### config.mk
export PLATFORM = sky130hd
export DESIGN_NAME = stringAccelTop
export DESIGN_NICKNAME = d
export VERILOG_FILES = /design/src/source/stringAccelPkg.sv /design/src/source/stringCmdIf.sv /design/src/source/axiLiteRegs.sv /design/src/source/stringEngine.sv /design/src/source/stringAccelTop.sv
export VERILOG_INCLUDE_DIRS = /design/src /design/src/source
export SDC_FILE = /design/constraint.sdc
export NUM_CORES = 1
export LEC_CHECK = 0
export ABC_AREA = 1
export BUFFER_PORTS_ARGS = -buffer_cell sky130_fd_sc_hd__buf_2
export CAP_MARGIN = 10
export CORE_ASPECT_RATIO = 1.75
export CORE_UTILIZATION = 43
export DETAILED_ROUTE_END_ITERATION = 8
export PLACE_DENSITY = 0.59
export SLEW_MARGIN = 0
export SYNTH_ARGS = -nofsm -noshare
export SYNTH_HDL_FRONTEND = slang
export SYNTH_SLANG_ARGS = --single-unit
### constraint.sdc
create_clock -name clk -period 3.7 [get_ports clk]
set_input_delay 0.37 -clock clk [delete_from_list [all_inputs] [get_ports clk]]
set_output_delay 0.37 -clock clk [all_outputs]
set_load 0.03 [all_outputs]
### src/source/stringAccel_defs.svh
// ------------------------------
// String accelerator constants
// STR_LEN must be a multiple of 4, at most 16
// Only two words per string are mapped
// ------------------------------
`ifndef STRINGACCEL_DEFS_SVH
`define STRINGACCEL_DEFS_SVH

`define STR_LEN 8 // Characters per string

// Byte offsets on the 5-bit AXI address
`define REG_A0     5'h00
`define REG_A1     5'h04
`define REG_B0     5'h08
`define REG_B1     5'h0C
`define REG_CTRL   5'h10
`define REG_STATUS 5'h14 // Read only
`define REG_RES0   5'h18 // Read only
`define REG_RES1   5'h1C // Read only

`define CTRL_START_BIT  0 // Self-clearing
`define CTRL_OP_LSB     4 // Opcode in bits 7:4

`define STATUS_DONE_BIT 0
`define STATUS_BUSY_BIT 1
`define STATUS_ERR_BIT  2

`endif

### src/source/stringAccelPkg.sv
// ------------------------------
// Shared types of the string accelerator
// String length comes from the defs header
// ------------------------------
`include "stringAccel_defs.svh"

package stringAccelPkg;

  // Engine operations, other codes are invalid
  typedef enum logic [3:0] {
    OP_COMPARE = 4'd0,
    OP_UPPER   = 4'd1,
    OP_LOWER   = 4'd2,
    OP_REVERSE = 4'd3
  } opcode_t;

  // Engine FSM states
  typedef enum logic [1:0] {
    ENG_IDLE,   // Waiting for start
    ENG_DECODE, // Opcode check
    ENG_EXEC,   // One cycle of work
    ENG_DONE    // Result registered
  } engState_t;

  // Character 0 is the low byte of word 0
  typedef logic [`STR_LEN-1:0][7:0] strBytes_t;

endpackage

### src/source/stringCmdIf.sv
// ------------------------------
// Command and result path between
// the register block and the engine
// start is a one-cycle pulse
// ------------------------------
`timescale 1ns/1ps

interface stringCmdIf;
  import stringAccelPkg::*;

  logic       start;  // Pulse from regs
  logic [3:0] op;     // Raw opcode, may be invalid
  strBytes_t  a;
  strBytes_t  b;
  strBytes_t  result; // From engine
  logic       done;
  logic       busy;
  logic       err;

  // Register block side
  modport regs (
    output start, op, a, b,
    input  result, done, busy, err
  );

  // Engine side
  modport engine (
    input  start, op, a, b,
    output result, done, busy, err
  );

endinterface

### src/source/axiLiteRegs.sv
// ------------------------------
// AXI4-Lite slave, one transaction at a time
// Byte strobes ignored, full-word writes only
// Responses always OKAY, unmapped reads give 0
// ------------------------------
`timescale 1ns/1ps
`include "stringAccel_defs.svh"

module axiLiteRegs (
  input  logic        clk,
  input  logic        reset,
  input  logic [4:0]  awaddr,
  input  logic        awvalid,
  output logic        awready,
  input  logic [31:0] wdata,
  input  logic        wvalid,
  output logic        wready,
  output logic [1:0]  bresp,
  output logic        bvalid,
  input  logic        bready,
  input  logic [4:0]  araddr,
  input  logic        arvalid,
  output logic        arready,
  output logic [31:0] rdata,
  output logic [1:0]  rresp,
  output logic        rvalid,
  input  logic        rready,
  stringCmdIf.regs    cmd
);
  import stringAccelPkg::*;

  strBytes_t   aReg;
  strBytes_t   bReg;
  logic [3:0]  opReg;      // Opcode field as written
  logic        startPulse;
  logic        wrFire;     // Write handshake this cycle
  logic        rdFire;     // Read handshake this cycle
  logic [4:0]  wrOffset;
  logic [4:0]  rdOffset;
  logic [31:0] rdMux;

  // Drop a 32-bit word into string word w, bytes past STR_LEN skipped
  function automatic strBytes_t mergeWord(strBytes_t s, int w, logic [31:0] d);
    strBytes_t res;
    res = s;
    for (int i = 0; i < 4; i++) begin
      if (4 * w + i < `STR_LEN) res[4 * w + i] = d[8 * i +: 8];
    end
    return res;
  endfunction

  // Pull string word w back out, zero beyond STR_LEN
  function automatic logic [31:0] packWord(strBytes_t s, int w);
    logic [31:0] word;
    word = '0;
    for (int i = 0; i < 4; i++) begin
      if (4 * w + i < `STR_LEN) word[8 * i +: 8] = s[4 * w + i];
    end
    return word;
  endfunction

  assign wrFire   = awready && awvalid && wvalid;
  assign rdFire   = arready && arvalid;
  assign wrOffset = {awaddr[4:2], 2'b00}; // Word aligned
  assign rdOffset = {araddr[4:2], 2'b00};
  assign bresp    = 2'b00; // OKAY
  assign rresp    = 2'b00;

  // Write address and data accepted together
  always_ff @(posedge clk) begin
    if (reset) begin
      awready <= 1'b0;
      wready  <= 1'b0;
      bvalid  <= 1'b0;
    end else begin
      awready <= 1'b0; // Single-cycle ready
      wready  <= 1'b0;
      if (awvalid && wvalid && !bvalid && !awready) begin
        awready <= 1'b1;
        wready  <= 1'b1;
      end
      if (wrFire) bvalid <= 1'b1;
      else if (bvalid && bready) bvalid <= 1'b0; // Held until bready
    end
  end

  // Operand and control registers
  always_ff @(posedge clk) begin
    if (reset) begin
      aReg       <= '0;
      bReg       <= '0;
      opReg      <= '0;
      startPulse <= 1'b0;
    end else begin
      startPulse <= 1'b0;
      if (wrFire) begin
        case (wrOffset)
          `REG_A0: aReg <= mergeWord(aReg, 0, wdata);
          `REG_A1: aReg <= mergeWord(aReg, 1, wdata);
          `REG_B0: bReg <= mergeWord(bReg, 0, wdata);
          `REG_B1: bReg <= mergeWord(bReg, 1, wdata);
          `REG_CTRL: begin
            opReg      <= wdata[`CTRL_OP_LSB +: 4];
            startPulse <= wdata[`CTRL_START_BIT]; // Start goes out next cycle
          end
          default: ; // Read-only or unmapped
        endcase
      end
    end
  end

  // Read mux, start bit always reads 0
  always_comb begin
    rdMux = '0;
    case (rdOffset)
      `REG_A0:   rdMux = packWord(aReg, 0);
      `REG_A1:   rdMux = packWord(aReg, 1);
      `REG_B0:   rdMux = packWord(bReg, 0);
      `REG_B1:   rdMux = packWord(bReg, 1);
      `REG_CTRL: rdMux[`CTRL_OP_LSB +: 4] = opReg;
      `REG_STATUS: begin
        rdMux[`STATUS_DONE_BIT] = cmd.done;
        rdMux[`STATUS_BUSY_BIT] = cmd.busy;
        rdMux[`STATUS_ERR_BIT]  = cmd.err;
      end
      `REG_RES0: rdMux = packWord(cmd.result, 0);
      `REG_RES1: rdMux = packWord(cmd.result, 1);
      default:   rdMux = '0;
    endcase
  end

  // Read channel, data registered at the handshake
  always_ff @(posedge clk) begin
    if (reset) begin
      arready <= 1'b0;
      rvalid  <= 1'b0;
      rdata   <= '0;
    end else begin
      arready <= 1'b0;
      if (arvalid && !arready && !rvalid) arready <= 1'b1;
      if (rdFire) begin
        rvalid <= 1'b1;
        rdata  <= rdMux;
      end else if (rvalid && rready) begin
        rvalid <= 1'b0; // Held until rready
      end
    end
  end

  assign cmd.start = startPulse;
  assign cmd.op    = opReg;
  assign cmd.a     = aReg;
  assign cmd.b     = bReg;

endmodule

### src/source/stringEngine.sv
// ------------------------------
// String operation FSM, one item at a time
// Result valid 3 cycles after start
// Start outside ENG_IDLE is dropped
// ------------------------------
`timescale 1ns/1ps
`include "stringAccel_defs.svh"

module stringEngine (
  input  logic       clk,
  input  logic       reset,
  stringCmdIf.engine cmd
);
  import stringAccelPkg::*;

  engState_t  state;
  logic [3:0] opCap;      // Raw opcode at start
  strBytes_t  aCap;
  strBytes_t  bCap;
  opcode_t    opSel;      // Decoded opcode
  logic       badOp;      // Set in ENG_DECODE
  strBytes_t  execResult;
  strBytes_t  resultReg;
  logic       doneReg;
  logic       errReg;

  // Next state and registered outputs
  always_ff @(posedge clk) begin
    if (reset) begin
      state     <= ENG_IDLE;
      doneReg   <= 1'b0;
      errReg    <= 1'b0;
      resultReg <= '0;
      opSel     <= OP_COMPARE;
      badOp     <= 1'b0;
    end else begin
      case (state)
        ENG_IDLE: begin
          if (cmd.start) begin
            doneReg <= 1'b0; // Cleared by accepted start only
            state   <= ENG_DECODE;
          end
        end
        ENG_DECODE: begin
          badOp <= 1'b0;
          case (opCap)
            OP_COMPARE: opSel <= OP_COMPARE;
            OP_UPPER:   opSel <= OP_UPPER;
            OP_LOWER:   opSel <= OP_LOWER;
            OP_REVERSE: opSel <= OP_REVERSE;
            default: begin
              opSel <= OP_COMPARE;
              badOp <= 1'b1; // Flagged, run still completes
            end
          endcase
          state <= ENG_EXEC;
        end
        ENG_EXEC: begin
          resultReg <= execResult;
          errReg    <= badOp;
          doneReg   <= 1'b1;
          state     <= ENG_DONE;
        end
        ENG_DONE: state <= ENG_IDLE;
        default:  state <= ENG_IDLE;
      endcase
    end
  end

  // Operands captured with the accepted start
  always_ff @(posedge clk) begin
    if (state == ENG_IDLE && cmd.start) begin
      opCap <= cmd.op;
      aCap  <= cmd.a;
      bCap  <= cmd.b;
    end
  end

  // Single-cycle datapath
  always_comb begin
    execResult = '0;
    case (opSel)
      OP_COMPARE: execResult[0] = (aCap == bCap) ? 8'd1 : 8'd0;
      OP_UPPER: begin
        for (int i = 0; i < `STR_LEN; i++) begin
          if (aCap[i] >= "a" && aCap[i] <= "z") execResult[i] = aCap[i] - 8'd32;
          else execResult[i] = aCap[i];
        end
      end
      OP_LOWER: begin
        for (int i = 0; i < `STR_LEN; i++) begin
          if (aCap[i] >= "A" && aCap[i] <= "Z") execResult[i] = aCap[i] + 8'd32;
          else execResult[i] = aCap[i];
        end
      end
      OP_REVERSE: begin
        for (int i = 0; i < `STR_LEN; i++) begin
          execResult[i] = aCap[`STR_LEN - 1 - i]; // Mirror of A
        end
      end
      default: execResult = '0;
    endcase
    if (badOp) execResult = '0; // Invalid op gives zero result
  end

  assign cmd.busy   = (state == ENG_DECODE) || (state == ENG_EXEC);
  assign cmd.done   = doneReg;
  assign cmd.err    = errReg;
  assign cmd.result = resultReg;

endmodule

### src/source/stringAccelTop.sv
// ------------------------------
// String accelerator top level
// AXI4-Lite slave, 32-bit data, 5-bit address
// No interrupt, status is polled
// ------------------------------
`timescale 1ns/1ps

module stringAccelTop (
  input  logic        clk,
  input  logic        reset,
  // Write address and data
  input  logic [4:0]  awaddr,
  input  logic        awvalid,
  output logic        awready,
  input  logic [31:0] wdata,
  input  logic        wvalid,
  output logic        wready,
  // Write response
  output logic [1:0]  bresp,
  output logic        bvalid,
  input  logic        bready,
  // Read address
  input  logic [4:0]  araddr,
  input  logic        arvalid,
  output logic        arready,
  // Read data
  output logic [31:0] rdata,
  output logic [1:0]  rresp,
  output logic        rvalid,
  input  logic        rready
);

  stringCmdIf cmdIf (); // Regs to engine

  axiLiteRegs u_regs (
    .clk     (clk),
    .reset   (reset),
    .awaddr  (awaddr),
    .awvalid (awvalid),
    .awready (awready),
    .wdata   (wdata),
    .wvalid  (wvalid),
    .wready  (wready),
    .bresp   (bresp),
    .bvalid  (bvalid),
    .bready  (bready),
    .araddr  (araddr),
    .arvalid (arvalid),
    .arready (arready),
    .rdata   (rdata),
    .rresp   (rresp),
    .rvalid  (rvalid),
    .rready  (rready),
    .cmd     (cmdIf.regs)
  );

  stringEngine u_engine (
    .clk   (clk),
    .reset (reset),
    .cmd   (cmdIf.engine)
  );

endmodule

# == Word-level counts from Yosys, hierarchy flattened ==
# Cells that the tools add are included.
# classes
add_sub_neg,16
n_lt_le_gt_ge,32
eq_ne,22
muxes,38
bitwise,6
n_reduce_logical,48
# op_table
op,n
$pmux 64 s2,2
$pmux 56 s3,1
$pmux 24 s6,1
$ge 8x7->1 const B,16
$le 8x7->1 const B,16
$mux 8,16
$add 8x6->8 const B,8
$eq 64x64->1,1
$mux 64,1
$sub 8x6->8 const B,8
$pmux 8 s4,1
$pmux 4 s7,1
$logic_and 1x1->1,27
$pmux 3 s7,1
$eq 4x2->1 const B,4
$eq 3x3->1 const B,5
$eq 3x2->1 const B,4
$reduce_and 3->1,4
$logic_not 5->1,2
$mux 1,9
$eq 4x1->1 const B,2
$logic_not 4->1,2
$pmux 2 s4,1
$eq 3x1->1 const B,2
15 further kinds,27
# word_totals
ff_bits,374
word_cells,215

# == Longest topological paths before layout ==
# depth
word_depth,5
mapped_depth,12
depth_no_buf,12

# == Modules after synthesis ==
# A second synthesis with hierarchy kept.
# hier_totals
hier_cells,2425
hier_area_um2,18131.1
# modules_own_cells
mod,instances,cells_per_inst,area_per_inst_um2,seq_area_each_um2
stringEngine,1,1244,10149.7,5385.2
axiLiteRegs,1,1181,7981.4,3383.2

# == Worst setup path before layout ==
# OpenSTA, ideal clock, no wires.
# synth_path
path_kind,flip-flop to flip-flop
start,register u_engine.state[0]
end,register u_engine.aCap[0] (netlist bit) (enable)
setup_ns,0.485
arrival_ns,3.156
required_time_ns,3.215
slack_ns,0.059
path_stages_with_launch,5
n_path_buf,0
synth_period_minus_slack_ns,3.641
cell_sequence,dfxtp_1 inv_1 ha_1 nand2_1 inv_1
# synth_via
elab_chain_len,2
# synth_lines
item,line_no,rtl
from (decl),stringEngine.sv:16,engState_t state;
from (signal assigned),stringEngine.sv:30,state <= ENG_IDLE;
from (signal assigned),stringEngine.sv:41,state <= ENG_DECODE;
from (signal assigned),stringEngine.sv:56,state <= ENG_EXEC;
$logic_not 2->1,stringEngine.sv:72,if (state == ENG_IDLE && cmd.start) begin
$logic_and 1x1->1,stringEngine.sv:72,
to (signal assigned),stringEngine.sv:74,aCap <= cmd.a;
to (decl),stringEngine.sv:18,strBytes_t aCap;
# No other way between the ends.
# A chain may end at the register's enable or synchronous reset.

# == Worst setup path after layout ==
# layout_path
start,register u_engine.state[0]
end,"register u_engine.resultReg, in the netlist u_engine.cmd.result[45]"
# layout_via
elab_chain_len,1
# layout_lines
item,line_no,rtl
$eq 2x2->1,stringEngine.sv:37,case (state)
to (signal assigned),stringEngine.sv:59,resultReg <= execResult;
to (decl),stringEngine.sv:23,strBytes_t resultReg;
# No other way between the ends.

==> impl_metrics.toml <==
[status]
status = "finished, violations left"
failed_checks = "design-rule violations"

[synth]
avgSynthCellArea_sq_um = 8.078
yosysTopAreaCellShare_pct = 28.23
synth_enable_flop_cells = 132
syn_inst = 2107
yosys_register_bits = 372
synth_area_leaders = "dfxtp_1, edfxtp_1, nand2_1"
syn-cell-area_sq_um = 17020
synth_top_area_cell = "dfxtp_1"
async_reset_ff_share_pct = 0
yosysWarnings = 0
seq_area_frac_synth_pct = 51.51
synth_cell_types = 44
yosys.cell_count.top_type = "nand2_1"
post_synth_most_frequent_cells = "nand2_1, nor2_1, dfxtp_1"
synth_ff_type = "dfxtp_1"

[place]
place_area_sq_um = 17710
io_buffers = 81
dp_cells = 2602
detailed_place_hpwl_microns = 40770
place_congestion = 0.9654

[routing]
first_pass_iters = 9
drc = 1
wl_per_cell_microns = 22.42
vias_per_cell = 5.724
routed_wl_microns = 59870
drtAntennaViolNets = 0
route.vias.total = 15283
drt_iter0_markers = 1199

[clock_tree]
clk_latency_ps = 550
cts.repair.resized = 0
clkTransAtPathRegs_ps = 70
post-cts-setup-buffers = 0
cts_sinks = 372
cts_buffer_depth = 3
cts_max_level = 2
numCtsBuffers = 37
cts-root-buf = "clkbuf_16"
tritoncts = "yes"
postCtsHoldBufs = 0

[grt]
grt_busiest_layer = "met2"
gr-usage-all-layers_pct = 29.64
grtUsageMet2_pct = 51.35
grtUsageMet1_pct = 35.82
grt-ovfl-total = 0
grt_pass1_vias = 14579
met3_usage_pct = 3.144
grt_max_degree = 95
grt_pass1_wl_microns = 89450
antenna_found_initial = 0

[timing]
setup-violations-final = 0
fin_hold_ws_ps = 62.43
maxSlewHeadroom_pct = 27.24
max_freq_mhz = 431.0
hold_viol = 0
fin_tns_setup_ps = 0
finClkSkew_ps = 14.31
drv_slew = 0
period_share_pct = 62.71
grt_setup_unrepaired = "no"
worst_pin_slew_ps = 1091
fin_crit_ps = 2320

[floorplan]
core_area_sq_um = 39160
die_w_microns = 152.4
ios = 90
die_height_microns = 265.2
rows = 96
start_util_pct = 43.47
dieArea_sq_um = 40420

[power_and_ir_drop]
power.density_nw_per_um2 = 458.2
p_leak_nw = 7.590
ir_drop_uv = 405.1

[worst_setup_path]
crit_chain = "inv_1 > ha_1 > inv_2 > nor3_4 > buf_4 > o21ai_0 > a21oi_1"
critPathSlowestCell = "nor3_4"
criticalPathCategory = "register to register"
slowest_delay_ps = 720
cp-start-kind = "register"
cp_max_fo = 20
worstPathRequired_ps = 4160
worstPathArrival_ps = 2780
worst_setup_path_end_kind = "register"

[cells_and_area]
layoutNonFillerInstCount = 2670
area_growth_pct = 11.34
stdcell_area_sq_um = 18950
diodes = 0
nets = 2219
fill_cells = 3901
drive_gt1_share_pct = 9.404

[min_path]
hold_class = "primary input to register"

[flow_run]
maxCapViolations = 0
## layer usage
layer / wire [microns] / part of all wire (%)
met2: 29130 / 49
met4: 3521 / 5.9
met5: 0 / 0
met3: 3610 / 6.0
met1: 23610 / 39
## critical path, delay by kind of cell, from the launching register on
kind                       cells  cell delay (ps)
adders and majority gates      1              230
AOI/OAI and AO/OA              2              420
buffers and inverters          3              540
DFF                            1              310
and+or+nand+nor                1              720
## power by group
part           switching [mW]  internal, mW  total (mW)  leakage [nW]
registers              0.0230          4.24        4.26          2.98
clock network            1.71          2.19        3.91         0.589
logic                   0.415         0.105       0.521          4.02
total                    2.15          6.53        8.68          7.59
## area by class of cell
cell class	instances	area (sq um)	share of cell area, %
repair buffers	110	650.6	3.433
inverters	176	664.4	3.506
clock buffers	49	1022	5.394
multi-input cells	1454	7017	37.02
clock inverters	19	216.5	1.142
well taps	490	613.1	3.235
flip-flops and latches	372	8768	46.27
## state kept, by name (all words and copies together), names as in the netlist, 2 cells and up
register / flops
u_engine.aCap: 64
u_engine.bCap: 64
u_engine.cmd.result: 64
u_engine.opCap: 4
u_engine.opSel: 2
u_engine.state: 2
u_regs.cmd.a: 64
u_regs.cmd.b: 64
u_regs.cmd.op: 4
u_regs.rdata: 32
## placed cells by master (no fill, tap or decap), types with 25 or more instances in the layout
| cell | count |
|---|---|
| inv_1 | 155 |
| nand4_1 | 52 |
| o21ai_0 | 175 |
| buf_2 | 80 |
| nand3_1 | 80 |
| a22oi_1 | 57 |
| nor2_1 | 278 |
| edfxtp_1 | 132 |
| o211ai_1 | 35 |
| nand2_1 | 505 |
| buf_4 | 28 |
| a21oi_1 | 140 |
| clkbuf_16 | 38 |
| o2111ai_1 | 25 |
| dfxtp_1 | 240 |
## metrics by stage
step | total power, mW | util (%) | worst slack [ps]
after floorplan | 4.682 | - | 58.87
after global placement | 4.855 | 45.24 | 1382
after detailed placement | 4.866 | 45.24 | 1370
after CTS | 8.744 | 48.40 | 1379
after global routing | 8.924 | 48.40 | 1292
final | 8.684 | 48.40 | 1380
## worst paths after layout
check | start | to | slack (ps) | cells after the start
worst max-delay path | u_engine.state[0] | u_engine.cmd.result[45] | 1380 | 7
worst max register to register | u_engine.state[0] | u_engine.cmd.result[45] | 1380 | 7
worst min-delay path | arvalid | u_regs.arready | 60 | 3
worst min register to register | u_regs.cmd.a[10] | u_engine.aCap[10] | 430 | 0
## cells by family (layout without fill, tap and decap cells)
| family | Yosys count | count (layout) | synth area share, % |
|---|---|---|---|
| buffers and inverters | 284 | 354 | 7.380 |
| XOR/XNOR | 14 | 14 | 0.7204 |
| flip-flops | 372 | 372 | 51.51 |
| adder cells (fa/ha/maj) | 19 | 19 | 1.397 |
| other | 1 | 4 | 0.02203 |
| AO/OA/AOI/OAI | 459 | 459 | 15.64 |
| AND/OR/NAND/NOR | 958 | 958 | 23.32 |
Note: power is estimated with default switching activity, not from simulation.
